## src/rtl/periph_xbar_pkg.sv

```systemverilog
// Peripheral crossbar package with bus widths, slave map and address decode constants
package periph_xbar_pkg;

  // Bus widths
  localparam int ADDR_WIDTH    = 32;
  localparam int DATA_WIDTH    = 32;
  localparam int BE_WIDTH      = DATA_WIDTH / 8;

  // Slave side of the crossbar
  localparam int NB_SLAVES     = 8;
  localparam int SLV_IDX_WIDTH = $clog2(NB_SLAVES);

  typedef logic [ADDR_WIDTH-1:0]    addr_t;
  typedef logic [DATA_WIDTH-1:0]    data_t;
  typedef logic [BE_WIDTH-1:0]      be_t;
  typedef logic [SLV_IDX_WIDTH-1:0] slv_idx_t;

  // Cluster address map, bits 31:24 select the cluster
  localparam logic [7:0] CLUSTER_BASE    = 8'h10;

  // Bits 23:20 select the region inside the cluster
  localparam logic [3:0] PERIPH_REGION   = 4'h2;
  localparam logic [3:0] RESERVED_REGION = 4'h3;

  // Routing field inside the peripheral window
  // The bit just above ROUTE_MSB must be clear for a valid peripheral access
  localparam int ROUTE_LSB = 16;
  localparam int ROUTE_MSB = 18;

  // Slave indices with a special role
  localparam slv_idx_t SPER_EVENT_U_ID = 3'd4;
  localparam int       NB_EU_PLUGS     = 2;
  localparam slv_idx_t SPER_ERROR_ID   = 3'd6;
  localparam slv_idx_t SPER_EXT_ID     = 3'd7;

endpackage

```

## src/rtl/periph_resp_router.sv

```systemverilog
// Response router that picks the slave response addressed to one master
`timescale 1ns/100ps

module periph_resp_router #(
  parameter int NB_MASTERS = 4,
  parameter int MASTER_IDX = 0
) (
  input  logic                   [periph_xbar_pkg::NB_SLAVES-1:0]                 slv_r_valid_i,
  input  logic                   [periph_xbar_pkg::NB_SLAVES-1:0][NB_MASTERS-1:0] slv_r_id_i,
  input  periph_xbar_pkg::data_t [periph_xbar_pkg::NB_SLAVES-1:0]                 slv_r_rdata_i,
  input  logic                   [periph_xbar_pkg::NB_SLAVES-1:0]                 slv_r_opc_i,
  output logic                                                                    r_valid_o,
  output periph_xbar_pkg::data_t                                                  r_rdata_o,
  output logic                                                                    r_opc_o
);

  import periph_xbar_pkg::*;

  logic [NB_SLAVES-1:0] hit;
  slv_idx_t             sel;

  // A slave response belongs here when it is valid and carries this master's id bit
  for (genvar s = 0; s < NB_SLAVES; s++) begin : gen_hit
    assign hit[s] = slv_r_valid_i[s] & slv_r_id_i[s][MASTER_IDX];
  end

  // One-hot to index, at most one slave answers a master per cycle
  always_comb begin
    sel = '0;
    for (int s = 0; s < NB_SLAVES; s++) begin
      if (hit[s]) begin
        sel = sel | slv_idx_t'(s);
      end
    end
  end

  assign r_valid_o = |hit;
  assign r_rdata_o = slv_r_rdata_i[sel];
  assign r_opc_o   = slv_r_opc_i[sel];

endmodule

```

## config.mk

```make
export PLATFORM = sky130hd
export DESIGN_NAME = periph_resp_router
export DESIGN_NICKNAME = d
export VERILOG_FILES = /design/src/rtl/periph_xbar_pkg.sv /design/src/rtl/periph_resp_router.sv
export SDC_FILE = /design/constraint.sdc
export NUM_CORES = 1
export LEC_CHECK = 0
export BUFFER_PORTS_ARGS = -buffer_cell sky130_fd_sc_hd__buf_2
export CAP_MARGIN = 20
export CORE_AREA = 5 5 126 128
export DETAILED_ROUTE_END_ITERATION = 8
export DIE_AREA = 0 0 131 133
export GPL_TIMING_DRIVEN = 0
export PLACE_DENSITY = 0.49
export SLEW_MARGIN = 20
export SYNTH_ARGS = -nofsm -noshare
export SYNTH_HDL_FRONTEND = slang
export SYNTH_SLANG_ARGS = --single-unit
```

## constraint.sdc

```tcl
create_clock -name vclk -period 4
set_input_delay 0.2 -clock vclk [all_inputs]
set_output_delay 0.2 -clock vclk [all_outputs]
set_load 0.01 [all_outputs]
```

# Word-level counts from Yosys, hierarchy flattened
# Cells that the tools add are included.
# Widths: inputs -> output; s select.
# op_classes
muxes	11
mul	0
n_lt_le_gt_ge	1
reduce_logical	1
n_shift	0
add_sub_neg	0
n_div	0
eq_ne	0
n_bitwise	8
# ops
op	n
$bmux 32 s3	1
$mux 32	1
$mux 3	4
$and 1x1->1	8
$reduce_or 8->1	1
$lt 3x4->1 const B	1
$mux 2	2
$bmux 1 s3	1
$mux 1	2
# totals
latchBits	0
ff_bits	0
elab_cells	21
inputBits	304
out_inout_bits	34
memories	0
mem_bits_rw	0
romBits	0

# Depth between registers and ports, before layout
# Gate-level depths: netlist of run 1.
# depth
depth_word	10
depth_mapped	7
mapped_depth_nobuf	4

# Worst setup path before layout of run 1
# Ideal clock, no wire load.
# synth_path
path_kind	input -> output
startpoint	input slv_r_valid_i[3] (netlist name)
endpoint	output r_rdata_o[10]
arrival_time_ns	1.512
n_path_buf	2
stages	6
t_required_ns	3.800
slack_ns	2.288
cell_sequence	a22oi_2 > buf_6 > buf_2 > and3_1 > a211oi_2 > nor4_1
# synth_between
elab_chain_cells	8
# synth_rtl
element	line_no	rtl
start, declared	periph_resp_router.sv:8	input logic [periph_xbar_pkg::NB_SLAVES-1:0] slv_r_valid_i,
$and 1x1->1	periph_resp_router.sv:24	assign hit[s] = slv_r_valid_i[s] & slv_r_id_i[s][MASTER_IDX];
$mux 2	periph_resp_router.sv:31	if (hit[s]) begin
$mux 3 (4 in series)	periph_resp_router.sv:31	
$bmux 32 s3	periph_resp_router.sv:38	assign r_rdata_o = slv_r_rdata_i[sel];
$mux 32 (implied by the code)	periph_resp_router.sv:38	
end, declared	periph_resp_router.sv:13	output periph_xbar_pkg::data_t r_rdata_o,
# Every way passes these cells. The select of a mux whose other input is x is not followed.

# Worst setup path in the final report of run 1
# layout_path
startpoint	input slv_r_valid_i[3] (netlist name)
endpoint	output r_rdata_o[25]
# The elaborated chain is that of the path after synthesis.

==> results of run 1 <==
==> cells by family (layout without fill, tap and decap cells) <==
logic type             count (synthesis)  count (layout)  share of synthesized area
AO/OA/AOI/OAI                        141             141                     0.4536
buffers and inverters                 58             372                     0.1117
AND/OR/NAND/NOR                      174             174                     0.4347
other                                  0               1                          0
==> synthesized netlist by cell type, drive strengths merged <==
| library cell | count |
|---|---|
| a211oi | 99 |
| nand4 | 1 |
| a22oi | 5 |
| a32o | 1 |
| and2 | 2 |
| nor4 | 33 |
| o2111ai | 1 |
| nand2 | 5 |
| and3 | 132 |
| a22o | 1 |
| buf | 26 |
| clkbuf | 32 |
| a2111oi | 33 |
| a2111o | 1 |
| nand3 | 1 |
==> worst paths after layout <==
| check | start | cells past startpoint | slack (ns) | to |
|---|---|---|---|---|
| setup / recovery | slv_r_valid_i[3] | 8 | 1.44 | r_rdata_o[25] |
| hold / removal | slv_r_id_i[0] | 4 | 0.75 | r_valid_o |
==> metrics by stage <==
step	worst slack, ns	cell area (sq um)
3_5_place_dp	1.404	4662
5_1_grt	1.268	4664
4_1_cts	1.406	4662
6_report	1.442	4664
3_3_place_gp	1.352	4662
2_1_floorplan	2.288	2855
==> layer usage <==
| metal | GRT usage | vias up | part of all wire | wire [microns] |
|---|---|---|---|---|
| li1 | - | 2223 | - | - |
| met1 | 0.2406 | 2188 | 0.39 | 7548 |
| met2 | 0.3730 | 262 | 0.50 | 9682 |
| met3 | 0.03714 | 24 | 0.090 | 1746 |
| met4 | 0.03943 | 0 | 0.017 | 334 |
| met5 | 0 | - | 0 | 0 |
==> cell type report <==
class,count,area (sq um)
Fill cell,1665,10090
Multi-Input combinational cell,315,2536
Timing Repair Buffer,314,1572
Buffer,58,319.1
Tap cell,188,235.2
Antenna cell,1,2.502
==> where the power goes <==
group	leakage, nW	switching, mW	internal (mW)
logic	2.40	0.386	0.300
registers	0	0	0
clock network	0.00000634	0	0.0000000334
==> results.md, run 1 <==
- Critical Path Most Common Cell: buf_2
- Setup bufs post-CTS: 0
- Final setup violation count: 0
- Placed cell count: 875
- Synth top area share: 0.2892
- F_max: 0.3909 GHz
- Row cnt: 45
- Peak supply drop: approximately 0.044 mV
- Synth area leaders: and3_1 (29%), a211oi_1 (18%), a211oi_2 (13%)
- Drt pass-1 iters: 4
- Via density: approximately 5.4
- Final min period: between 2 and 3 ns
- Setup crit start kind: input port
- GRT overflow: 0
- Slew Viols, Final: 0
- Fin util: 0.3162
- Final Hold Viols: 0
- Vias: 4697
- Synth area leader: and3_1
- Core Region: ~0.015 sq mm
- Post-Syn Area: ~0.0029 sq mm
- Avg Inst Size Synth: 7.655 sq um
- Iter 0 DRT Violations: 213
- CP max stage cell: a22oi_2
- Crit path buf inv count: 4
- Pin count of the biggest net entering global routing: 11
- Crit Path Class: in -> out
- Max-cap viol count: 0
- Period utilization: 0.6395
- Global-route wire length before repair: ~28 mm
- Layout cells sized above 1: 0.5822
- DRT antenna net count: 0
- Num sequential: 0
- HPWL after DPL: roughly 16 mm
- Most common cell after layout, fill and taps aside: buf_2
- GRT Total Usage: 0.2024
- Synth unique cells: 22
- RSZ-0062 raised after global routing: no
- Synthesized Nets: 677
- DR WL/cell: ~22 microns
- Hold_buf cts: 0
- Sequential Area: 0 sq um
- TNS Setup: 0 ns
- Max incr delay on CP: 0.57 ns
- Starting density of the core: 0.1936
- Commonest non-fill, non-tap cells in the layout: buf_2 (329), and3_1 (132), a211oi_1 (69)
- Hold crit path type: in -> out
- Post-Layout Cell Count: 876
- Remaining DRCs: 0
- Vias in the first global route: a little over 5k
- Layout Nets: slightly below 1k
- Initial antenna violation count: 1
- Worst Tran Pin Value: a little under 0.9 ns
- Post-cts sizing count: 0
- Synth-to-Final Area Change: 63.37%
- CP required: about 3.8 ns
- Die height: 133 microns
- CP Cell Sequence: buf_2, a22oi_2, nand2_4, buf_6, clkbuf_1, a211oi_1, nor4_2, buf_2
- Die area: 0.01742 sq mm
- Critical Path AT: roughly 2.4 ns
- Critical Path Sink Type: output port
- Clock buffer count: 0
- Wirelength, routed: about 19 mm
- Sequential share of the synthesized area: 0
- Static Leak: roughly 2.4 nW
- Mapped Cells: 373
- Placer Congestion: 0.9209
- Ports: ~340
- CP max FO: 10
- Final Power: roughly 0.7 mW
- Final hold slack: around 0.75 ns
- Status: completed
- IO buf count: between 300 and 400
- Syn. warnings: 0
- Die Wd: approximately 130 microns
- PwrDens: around 150 mW/mm^2
- Top delay family on crit path: compound AO/OA/AOI/OAI gates
- Normalized max-slew margin: 0.3969
(Power assumes the default switching activity.)
==> run 2, diff against run 1 <==
--- a/config.mk
+++ b/config.mk
@@ -5,13 +5,14 @@
 export SDC_FILE = /design/constraint.sdc
 export NUM_CORES = 1
 export LEC_CHECK = 0
+export ABC_AREA = 1
 export BUFFER_PORTS_ARGS = -buffer_cell sky130_fd_sc_hd__buf_2
 export CAP_MARGIN = 20
-export CORE_AREA = 5 5 126 128
+export CORE_AREA = 5 5 129 131
 export DETAILED_ROUTE_END_ITERATION = 8
-export DIE_AREA = 0 0 131 133
+export DIE_AREA = 0 0 134 136
 export GPL_TIMING_DRIVEN = 0
-export PLACE_DENSITY = 0.49
+export PLACE_DENSITY = 0.53
 export SLEW_MARGIN = 20
 export SYNTH_ARGS = -nofsm -noshare
 export SYNTH_HDL_FRONTEND = slang
==> constraint.sdc (replaced) <==
create_clock -name vclk -period 2.46
set_input_delay 0.123 -clock vclk [all_inputs]
set_output_delay 0.123 -clock vclk [all_outputs]
set_load 0.01 [all_outputs]
==> run 2 against run 1 <==
Against the previous run: cell count is 60% higher; utilization is 3.6 points higher; sequential cell count unchanged; setup slack got worse by 0.99 ns; synthesized area grew 28%; critical path type unchanged; critical endpoint is now r_rdata_o[24].
==> results.md, run 2 <==
- PwrDens: about 230 mW/mm^2
- Num sequential: 0
- Sequential share of the synthesized area: 0
- Commonest cells in the netlist: nand2_1 (440), inv_1 (265), nand3_1 (132), buf_2 (26), buf_4 (11)
- Post-Syn Area: between 0.003 and 0.004 sq mm
- Synth unique cells: 13
- Hold_buf cts: 0
- Critical Path Sink Type: output port
- Setup crit start kind: input port
- Power Internal: 0.5066 mW
- Starting density of the core: 0.2352
- Remaining DRCs: 0
- GRT Total Usage: 0.1886
- Die height: about 140 microns
- Post-cts sizing count: 0
- Placed cell count: ~1.4k
- Hold crit path type: in -> out
- IO buf count: between 300 and 400
- DRT antenna net count: 0
- Global-route wire length before repair: between 20 and 30 mm
- Period utilization: 0.8153
- Row cnt: 46
- Crit. Startpoint: slv_r_valid_i[7]
- Commonest non-fill, non-tap cells in the layout: nand2_1 (440), buf_2 (340), inv_1 (265)
- Final hold slack: between 0.5 and 0.6 ns
- DR WL/cell: 13.37 microns
- Die area: ~0.018 sq mm
- Drt pass-1 iters: 5
- Iter 0 DRT Violations: 234
- Clock power share: 0
- Sequential Area: 0 sq um
- Power share of the sequential group: 0
- Final Hold Viols: 0
- Area post-placement: around 0.0055 sq mm
- Peak supply drop: 0.07817 mV
- Die Wd: ~130 microns
- TNS Setup: 0 ns
- Post-Layout Cell Count: between 1k and 1.5k
- Crit Path Class: in -> out
- Fin util: 0.3522
- Layout Nets: between 1.5k and 2k
- Final min period: approximately 2 ns
- RSZ-0062 raised after global routing: no
- Vias in the first global route: between 5k and 6k
- Core Region: between 0.015 and 0.02 sq mm
- Clock buffer count: 0
- Synth area leaders: nand2_1 (45%), inv_1 (27%), nand3_1 (18%)
- CP required: 2.34 ns
- Setup bufs post-CTS: 0
- HPWL after DPL: 15.81 mm
- Mapped Cells: just under 900
- Sw power: 0.7291 mW
- Most common cell after layout, fill and taps aside: nand2_1
- Initial antenna violation count: 0
- GRT overflow: 0
- ANT cells: 0
- Wirelength, routed: ~19 mm
- Vias: roughly 5.9k
- Post-layout instance area: ~0.0055 sq mm
- Via density: 4.224
- F_max: 0.4986 GHz
- Normalized max-slew margin: 0.6354
- Placer Congestion: 0.9102
- Max-cap viol count: 0
- Avg Inst Size Synth: around 4.1 sq um
- Status: completed
- Worst Tran Pin Value: 0.5469 ns
- Count leader, synth: nand2_1
- Layout cells sized above 1: 0.2994
- FILL cells: about 1.9k
- Synthesized Nets: between 1k and 1.5k
- Final setup violation count: 0
- Switching Fraction: 0.5900
- Static Leak: approximately 4.3 nW
- Pin count of the biggest net entering global routing: 11
- Combinational Power Share: 1.000
- Synth area leader: nand2_1
- Critical Path AT: ~1.9 ns
- Ports: 338
- Synth top area share: 0.4536
- Synth-to-Final Area Change: 49.76%
- CP max FO: 10
- Syn. warnings: 0
- CP endpoint: r_rdata_o[24]
- Slew Viols, Final: 0
[run 2: cell families (layout without fill, tap and decap cells)]
| kind of cell | count (synthesis) | count (layout) | synth area share |
|---|---|---|---|
| buffers and inverters | 316 | 630 | 0.3502 |
| and+or+nand+nor | 579 | 579 | 0.6498 |
[run 2: power by group through the flow]
stage | Sequential [mW] | Combinational [mW] | Clock, mW
finish | 0 | 1.24 | 0
global route | 0 | 1.40 | 0
detailed placement | 0 | 1.25 | 0
floorplan | 0 | 0.709 | 0
global placement | 0 | 1.25 | 0
CTS | 0 | 1.25 | 0
[run 2: final cells by class]
type / count / area [sq um] / area share
Buffer: 48 / 269.0 / 0.04933
Inverter: 268 / 1006 / 0.1845
Multi-Input combinational cell: 579 / 2366 / 0.4339
Tap cell: 192 / 240.2 / 0.04406
Timing Repair Buffer: 314 / 1572 / 0.2882
[run 2: worst min path at each step]
stage | from | to | slack (ns) | cells after the start
2_1_floorplan | slv_r_id_i[0] | r_valid_o | 0.39 | 2
3_3_place_gp | slv_r_id_i[0] | r_valid_o | 0.57 | 4
3_5_place_dp | slv_r_id_i[0] | r_valid_o | 0.57 | 4
4_1_cts | slv_r_id_i[0] | r_valid_o | 0.57 | 4
5_1_grt | slv_r_id_i[0] | r_valid_o | 0.58 | 4
6_report | slv_r_id_i[0] | r_valid_o | 0.57 | 4
[run 2: critical path, cell delays in order]
cell	delay, ns
buf_2	0.10
nand2_1	0.12
nand2_2	0.14
nor2_2	0.42
inv_1	0.26
buf_1	0.30
nand2_1	0.18
nand2_1	0.09
buf_2	0.15
[run 2: through the flow]
step	setup slack, ns	power (mW)
floorplan	1.303	0.7090
global route	0.2025	1.404
detailed placement	0.3094	1.248
finish	0.4544	1.236
global placement	0.3195	1.247
CTS	0.3100	1.254
[run 2: routing by layer]
layer / vias to the layer above / share of wire / wire length, microns / global-route usage
li1: 3136 / - / - / -
met1: 2509 / 0.42 / 7906 / 0.2318
met2: 255 / 0.48 / 9046 / 0.3535
met3: 18 / 0.080 / 1495 / 0.03109
met4: 0 / 0.015 / 278 / 0.02400
met5: - / 0 / 0 / 0
