===== src/rtl/periph_xbar_pkg.sv =====
// Peripheral crossbar package with bus widths, slave map and address decode constants
package periph_xbar_pkg;

  // Bus widths
  localparam int ADDR_WIDTH    = 32;
  localparam int DATA_WIDTH    = 32;
  localparam int BE_WIDTH      = DATA_WIDTH / 8;

  // Slave side of the crossbar
  localparam int NB_SLAVES     = 8;
  localparam int SLV_IDX_WIDTH = $clog2(NB_SLAVES);

  typedef logic [ADDR_WIDTH-1:0]    addr_t;
  typedef logic [DATA_WIDTH-1:0]    data_t;
  typedef logic [BE_WIDTH-1:0]      be_t;
  typedef logic [SLV_IDX_WIDTH-1:0] slv_idx_t;

  // Cluster address map, bits 31:24 select the cluster
  localparam logic [7:0] CLUSTER_BASE    = 8'h10;

  // Bits 23:20 select the region inside the cluster
  localparam logic [3:0] PERIPH_REGION   = 4'h2;
  localparam logic [3:0] RESERVED_REGION = 4'h3;

  // Routing field inside the peripheral window
  // The bit just above ROUTE_MSB must be clear for a valid peripheral access
  localparam int ROUTE_LSB = 16;
  localparam int ROUTE_MSB = 18;

  // Slave indices with a special role
  localparam slv_idx_t SPER_EVENT_U_ID = 3'd4;
  localparam int       NB_EU_PLUGS     = 2;
  localparam slv_idx_t SPER_ERROR_ID   = 3'd6;
  localparam slv_idx_t SPER_EXT_ID     = 3'd7;

endpackage


===== src/rtl/periph_addr_decoder.sv =====
// Peripheral address decoder that steers one master request to its slave and returns the grant
`timescale 1ns/100ps

module periph_addr_decoder (
  input  logic                                  req_i,
  input  periph_xbar_pkg::addr_t                addr_i,
  input  logic [periph_xbar_pkg::NB_SLAVES-1:0] slv_gnt_i,
  output logic [periph_xbar_pkg::NB_SLAVES-1:0] slv_req_o,
  output logic                                  gnt_o
);

  import periph_xbar_pkg::*;

  slv_idx_t   slv_idx;
  slv_idx_t   route;
  logic [7:0] cluster_field;
  logic [3:0] region_field;
  logic       in_window;

  assign cluster_field = addr_i[ADDR_WIDTH-1:ADDR_WIDTH-8];
  assign region_field  = addr_i[ADDR_WIDTH-9:ADDR_WIDTH-12];
  assign route         = addr_i[ROUTE_MSB:ROUTE_LSB];

  // Anything outside this cluster's peripheral and reserved regions leaves the cluster
  assign in_window = (cluster_field == CLUSTER_BASE) &&
                     ((region_field == PERIPH_REGION) || (region_field == RESERVED_REGION));

  always_comb begin
    if (!in_window) begin
      slv_idx = SPER_EXT_ID;
    end else if ((region_field == RESERVED_REGION) || addr_i[ROUTE_MSB+1]) begin
      slv_idx = SPER_ERROR_ID;
    end else if ((route >= SPER_EVENT_U_ID) && (route < SPER_EVENT_U_ID + NB_EU_PLUGS)) begin
      // All event unit aliases share one port
      slv_idx = SPER_EVENT_U_ID;
    end else if (route == SPER_EXT_ID) begin
      // Direct access to the external port would loop back out, send it to the error slave
      slv_idx = SPER_ERROR_ID;
    end else begin
      slv_idx = route;
    end
  end

  // One-hot request towards the selected slave only
  always_comb begin
    slv_req_o          = '0;
    slv_req_o[slv_idx] = req_i;
  end

  // Arbiters only grant requesting masters, so no extra qualification here
  assign gnt_o = slv_gnt_i[slv_idx];

endmodule


===== config.mk =====
export PLATFORM = sky130hd
export DESIGN_NAME = periph_addr_decoder
export DESIGN_NICKNAME = d
export VERILOG_FILES = /design/src/rtl/periph_xbar_pkg.sv /design/src/rtl/periph_addr_decoder.sv
export SDC_FILE = /design/constraint.sdc
export NUM_CORES = 1
export LEC_CHECK = 0
export ABC_AREA = 1
export ABC_CLOCK_PERIOD_IN_PS = 1500
export CORE_AREA = 2 2 39 41
export DETAILED_ROUTE_END_ITERATION = 8
export DIE_AREA = 0 0 41 43
export DONT_BUFFER_PORTS = 1
export GPL_ROUTABILITY_DRIVEN = 0
export SLEW_MARGIN = 10
export SYNTH_ARGS = -nofsm -noshare
export SYNTH_HDL_FRONTEND = slang
export SYNTH_SLANG_ARGS = --single-unit

===== constraint.sdc =====
create_clock -name vclk -period 1.5
set_clock_uncertainty 0.05 [all_clocks]
set_input_delay 0.3 -clock vclk [all_inputs]
set_output_delay 0.3 -clock vclk [all_outputs]
set_load 0.02 [all_outputs]

**After elaboration in Yosys (flattened, before gate mapping)**

Cells that the tools add are included.

- Reduce and logical (&&, ||, !) cells: 5
- Bitwise logic cells: 1
- Mux-type cells: 8
- Order comparisons: 4
- Eq/ne operators: 4

Operator list:

| operator | number |
|---|---|
| two-way mux 3 bit | 4 |
| AND 8 bit | 1 |
| == test 4 x 2 -> 1 bit (second input constant) | 2 |
| == test 8 x 5 -> 1 bit (second input constant) | 1 |
| < comparator 3 x 4 -> 1 bit (second input constant) | 1 |
| binary-select mux 1 bit (select 3 bit) | 1 |
| demux 1 bit (select 3 bit) | 1 |
| == test 3 bit (second input constant) | 1 |
| >= comparator 3 x 1 -> 1 bit (second input constant) | 1 |
| >= comparator 3 bit (second input constant) | 1 |
| logical AND 1 bit | 3 |
| < comparator 3 bit (second input constant) | 1 |
| logical OR 1 bit | 2 |
| two-way mux 1 bit | 2 |

- Logic and storage cells: 22
- Register bits: 0

**Longest topological paths before layout**

Gate-level depths: netlist of run 1.

- Depth after elaboration: 10
- Depth in mapped cells: 11
- Gate-level depth less buffers: 11

**Least setup slack after synthesis of run 1**

Ideal clock, no wire load.

- Path kind: input -> output
- Start point: input addr_i[27]
- End point: output slv_req_o[4] (netlist name)
- Buffers on the path: 0
- Slack: -0.095 ns
- Stages: 7
- Data required time: 1.150 ns
- Arrival time: 1.245 ns
- Cell sequence: inv_1 nand2_2 nor2_8 nand2_2 nor2_4 nand3_2 nor4_2

- Longest elaborated chain between the ends: 8
- Elaborated cells on any way between the ends: 9
- Classes of those cells: 2 x order compare; 1 x eq/ne; 3 x mux; 1 x bitwise; 2 x reduce/logical

Ends and longest elaborated chain:

| element | RTL line | text |
|---|---|---|
| start: declaration | periph_addr_decoder.sv:6 | `input periph_xbar_pkg::addr_t addr_i,` |
| == test 8 x 5 -> 1 bit (*) | periph_addr_decoder.sv:25 | `assign in_window = (cluster_field == CLUSTER_BASE) &&` |
| logical AND 1 bit (*) | periph_addr_decoder.sv:25 |  |
| two-way mux 3 bit (*) | periph_addr_decoder.sv:29 | `if (!in_window) begin` |
| < comparator 3 x 4 -> 1 bit (implied by the code) or >= comparator 3 x 1 -> 1 bit (tied branches) | periph_addr_decoder.sv:47 | `slv_req_o[slv_idx] = req_i;` |
| logical AND 1 bit (implied by the code) | periph_addr_decoder.sv:47 |  |
| two-way mux 1 bit (implied by the code) | periph_addr_decoder.sv:47 |  |
| demux 1 bit (select 3 bit) (*) | periph_addr_decoder.sv:47 |  |
| AND 8 bit (no source line) (*) | - |  |
| end: declaration | periph_addr_decoder.sv:8 | `output logic [periph_xbar_pkg::NB_SLAVES-1:0] slv_req_o,` |

Every way passes the cells marked *; elsewhere a longest branch is shown, timed or not.

**Worst setup path in the final report of run 1**

- Start point: input addr_i[22]
- End point: output slv_req_o[3] (netlist name)

- Longest elaborated chain between the ends: 9
- Elaborated cells on any way between the ends: 13
- Classes of those cells: 2 x order compare; 2 x eq/ne; 4 x mux; 1 x bitwise; 4 x reduce/logical

Ends and longest elaborated chain:

| element | RTL line |
|---|---|
| == test 4 x 2 -> 1 bit (on tied branches) | periph_addr_decoder.sv:26, periph_addr_decoder.sv:31 |
| logical OR 1 bit (on tied branches) | periph_addr_decoder.sv:31, periph_addr_decoder.sv:26 |
| two-way mux 3 bit or logical AND 1 bit (tied branches) | periph_addr_decoder.sv:31, periph_addr_decoder.sv:25 |
| two-way mux 3 bit (*) | periph_addr_decoder.sv:29 |
| < comparator 3 x 4 -> 1 bit (implied by the code) or >= comparator 3 x 1 -> 1 bit (tied branches) | periph_addr_decoder.sv:47 |
| logical AND 1 bit (implied by the code) | periph_addr_decoder.sv:47 |
| two-way mux 1 bit (implied by the code) | periph_addr_decoder.sv:47 |
| demux 1 bit (select 3 bit) (*) | periph_addr_decoder.sv:47 |
| AND 8 bit (no source line) (*) | - |

Marked as above.

==> results.cfg, run 1 <==
[outcome]
status = finished with violations
violations = negative setup slack

[setup_path]
path_max_fanout = 5
start_kind = input pin
crit_path_end_kind = output pin
crit_arrival_ps = 1200
worst-setup-path-type = in -> out
required_ps = 1150

[die]
die_x_um = 41
die_area_mm2 = 0.00176
initial_core_util_pct = 34.9
rows = 14
io_pins = 50
core_area_mm2 = 0.00138
die_y_um = 43

[layout]
final_cell_count_no_fill = 115
area_delta_synth_final_pct = 35.0
n_antenna_cell = 0
nClkBuffers = 0
nFlopsAndLatches = 0
regArea_um2 = 0
layout-drive-gt1-share_pct = 40.4
fin_nets = 142

[placement]
dp_cells = 115
port_buffers = 0
post-dp-hpwl_um = 984

[power]
p_sw_share_pct = 60.1
internal_power_uw = 36.0
power_frac_clock_pct = 0
p_leak_nw = 0.334
p_comb_share_pct = 100.0
p_switching_uw = 54.3
seqPwrFrac_pct = 0
peakVddDrop_v = 0.0000637
power_density_mw_per_mm2 = 139

[detailed_routing]
postRouteAntennaNets = 0
firstDrtPassIters = 4
drc = 0
vias = 530
drt-initial-drc-count = 8
viasPerCell = 4.61
drt-wirelength-per-cell_um = 9.70
wirelength_um = 1120

[timing]
finalCritPeriodShare_pct = 103
setup_viol = 6
hold_viol = 0
post-route-min-period_ps = 1550
tns_ps = -214
max_freq_mhz = 645
setup_slack_ps = -50.1
slew_viol_final = 0
rsz0062_at_grt = yes

[global_route]
grt_pass1_wl_um = 1970
antenna_found_initial = 0
grt_use_total_pct = 14.8
grt_overflow = 0
grt_pass1_vias = 492
grt_max_degree = 8

[synthesis]
avgSynthCellArea_um2 = 5.62
netlist_area_um2 = 483
syn_inst = 86
synth_seq_area_share_pct = 0
synth_cell_types = 21
synth.net_count = 127
ys_top_cells_by_area = inv_1, nand2_1, nor2_1
yosys.area.top_type_share_pct = 15.5
synth.most_common_cell = inv_1
yosys_warnings = 0
synth_top_area_cell = inv_1
synthTopCellsByCount = inv_1, nand2_1, nor2_1, nand3_1, nor2_4

[clock_tree]
postCtsHoldBufs = 0
postCtsSetupBuffers = 0

[worst_hold_path]
hold_class = in -> out

[flow_run]
max_cap_violations = 0
worst paths after layout:
path,start,end,cells after the start
worst min-delay path,req_i,slv_req_o[4],3
worst max-delay path,addr_i[22],slv_req_o[3],8
area by class of cell:
| class | count | area [µm²] |
|---|---|---|
| Fill cell | 143 | 732 |
| Tap cell | 16 | 20.0 |
| Inverter | 23 | 91.3 |
| Timing Repair Buffer | 14 | 105 |
| Multi-Input combinational cell | 62 | 435 |
power by group through the flow:
stage / Clock (mW) / Sequential [mW] / Combinational, mW
after floorplan: 0 / 0 / 0.0630
after global placement: 0 / 0 / 0.0826
after detailed placement: 0 / 0 / 0.0840
after CTS: 0 / 0 / 0.0890
after global routing: 0 / 0 / 0.101
final: 0 / 0 / 0.0903
worst max-delay path, stage by stage:
cell	delay (ps)
nor2_4	160
nand2_4	90
clkinv_4	60
nand3_4	120
nor3_2	160
inv_1	70
nor2_1	90
buf_4	140
repair_timing:
item                                   in CTS  in global routing
pin swaps                                   2                  0
resized for setup                           8                  3
setup endpoints to repair                   7                  8
endpoints found under the hold margin       0                  0
layer usage:
metal | global-route usage, % | wire [µm] | vias to the layer above
li1 | - | - | 286
met1 | 20.0 | 476 | 229
met2 | 25.9 | 583 | 15
met3 | 1.05 | 57 | 0
met4 | 0 | 0 | 0
met5 | 0 | 0 | -
cells by family (layout without fill, tap and decap cells):
| family | after synthesis | after routing | share of synthesized area (%) |
|---|---|---|---|
| and+or+nand+nor | 58 | 58 | 75.9 |
| AOI/OAI and AO/OA | 3 | 3 | 3.63 |
| buffers and inverters | 24 | 37 | 19.7 |
| other | 1 | 1 | 0.776 |
cells in the final DEF (no fill, tap or decap), types with 2 or more instances in the layout:
cell type,n
nand2_1,16
nor2_1,12
nand2_2,2
inv_1,18
nor3_2,2
nor2_4,4
nand3_4,3
nand2_4,3
buf_4,14
nand3_1,5
nand3_2,3
nand4_1,3
inv_2,4
a21oi_1,2
through the flow:
stage | hold slack (ps) | worst slack, ps | power [mW] | cell area [µm²] | utilization, %
6_report | 810 | -50.1 | 0.0903 | 652 | 47.1
5_1_grt | 826 | -148 | 0.101 | 652 | 47.1
2_1_floorplan | 705 | -32.8 | 0.0630 | 492 | -
3_5_place_dp | 827 | -125 | 0.0840 | 609 | 44.0
4_1_cts | 811 | -52.2 | 0.0890 | 642 | 46.4
3_3_place_gp | 826 | -89.5 | 0.0826 | 609 | 44.0
Power figures use the tool's default switching activity.
==> inputs of run 2 (changes only) <==
--- a/config.mk
+++ b/config.mk
@@ -12,6 +12,7 @@
 export DIE_AREA = 0 0 41 43
 export DONT_BUFFER_PORTS = 1
 export GPL_ROUTABILITY_DRIVEN = 0
+export SETUP_SLACK_MARGIN = 0.15
 export SLEW_MARGIN = 10
 export SYNTH_ARGS = -nofsm -noshare
 export SYNTH_HDL_FRONTEND = slang
==> run 2 against run 1 <==
The run still ends with negative setup slack left. Cell count down 4.3%. Final area grew 8.6%. Worst setup slack got worse by 10 ps. Global-route usage down 1.3 points. Power increased by 8.9%. Fmax decreased by 0.66%.
==> results.cfg, run 2 (same netlist as run 1, synthesis figures left out) <==
[outcome]
status = finished with violations
violations = negative setup slack

[power]
p_switching_uw = 59.3
internal_power_uw = 39.0
power_frac_clock_pct = 0
p_comb_share_pct = 100.0
peakVddDrop_v = 0.0000642
total_power_uw = 98.4
power_density_mw_per_mm2 = 139
p_sw_share_pct = 60.3
seqPwrFrac_pct = 0
p_leak_nw = 0.329

[timing]
setup_slack_ps = -60.4
holdWs_ps = 723
setup_viol = 6
post-route-min-period_ps = 1560
max_freq_mhz = 641
hold_viol = 0
rsz0062_at_grt = yes
slew_viol_final = 0
finalCritPeriodShare_pct = 104

[layout]
fin_nets = 137
area_delta_synth_final_pct = 46.6
nClkBuffers = 0
layout_common_cells = inv_1, nand2_1, nor2_4
regArea_um2 = 0
nFlopsAndLatches = 0
n_antenna_cell = 0
layout-drive-gt1-share_pct = 48.9

[die]
rows = 14
die_area_mm2 = 0.00176
die_x_um = 41
initial_core_util_pct = 34.9
die_y_um = 43
io_pins = 50
core_area_mm2 = 0.00138

[global_route]
grt_use_total_pct = 13.5
grt_pass1_vias = 479
grt_max_degree = 8
grt_overflow = 0
grt_pass1_wl_um = 1770
antenna_found_initial = 0

[setup_path]
path_max_fanout = 5
slowest_delay_ps = 230
start_kind = input pin
cpMaxStageDelayCell = nor3_4
required_ps = 1150
crit_top_cell = nand2_4
crit_path_end_kind = output pin
worstPathCellList = nor2_4, nand2_4, clkinv_2, nand3_4, nor3_4, nand3_1, nand2_1, inv_2, nand2_4
worst-setup-path-type = in -> out
crit_arrival_ps = 1210

[flow_run]
max_cap_violations = 0

[detailed_routing]
drt-wirelength-per-cell_um = 9.60
firstDrtPassIters = 2
viasPerCell = 4.77
postRouteAntennaNets = 0
wirelength_um = 1060
drc = 0
vias = 525
drt-initial-drc-count = 5

[worst_hold_path]
hold_class = in -> out

[placement]
post-dp-hpwl_um = 945
port_buffers = 0

[clock_tree]
postCtsHoldBufs = 0
-- run 2: cell count changes in the layout (fill, tap and decap cells not counted), moves of 3 or more --
| cell | previous run | this run |
|---|---|---|
| nor2_4 | 4 | 10 |
| nand3_2 | 3 | 0 |
| inv_1 | 18 | 14 |
| buf_4 | 14 | 8 |
| nor2_1 | 12 | 5 |
| inv_2 | 4 | 7 |
-- run 2: power by group through the flow --
stage / clock network, mW / logic [mW] / registers, mW
CTS: 0 / 0.0892 / 0
global placement: 0 / 0.0796 / 0
detailed placement: 0 / 0.0801 / 0
floorplan: 0 / 0.0674 / 0
global route: 0 / 0.109 / 0
finish: 0 / 0.0984 / 0
-- run 2: final timing paths --
kind | to | slack, ps | depth (start not counted) | from
max | gnt_o | -60 | 9 | addr_i[23]
min | slv_req_o[1] | 720 | 3 | addr_i[17]
-- run 2: critical path: cells and delay by family --
family / cells / cell delay [ps]
AND/OR/NAND/NOR: 7 / 800
buffers and inverters: 2 / 100
-- run 2: layout make-up --
cell class	count	area [µm²]
multi-input combinational	62	513
tap	16	20.0
inverter	23	104
fill	141	676
timing repair buffer	9	71.3
-- run 2: what timing repair did --
item                       4_1_cts  5_1_grt
pin swaps                        8       12
setup endpoints to repair        8        8
setup buffers                    2        1
resized for setup               11       13
-- run 2: routing by layer --
metal | share of wire [%] | vias to the layer above | track usage (%)
met4 | 0 | 0 | 0
met5 | 0 | - | 0
met1 | 32 | 234 | 13.9
met2 | 62 | 15 | 28.1
met3 | 6.3 | 0 | 0.524
li1 | - | 276 | -
-- run 2: per-stage QoR --
| step | worst slack (ps) | std cells | utilization [%] | setup TNS, ps | area, µm² |
|---|---|---|---|---|---|
| floorplan | 6.29 | 86 | - | 0 | 542 |
| global placement | -87.9 | 107 | 43.3 | -335 | 599 |
| detailed placement | -83.9 | 107 | 43.3 | -379 | 599 |
| CTS | -58.0 | 109 | 47.7 | -208 | 661 |
| global route | -152 | 110 | 51.2 | -642 | 708 |
| finish | -60.4 | 110 | 51.2 | -195 | 708 |
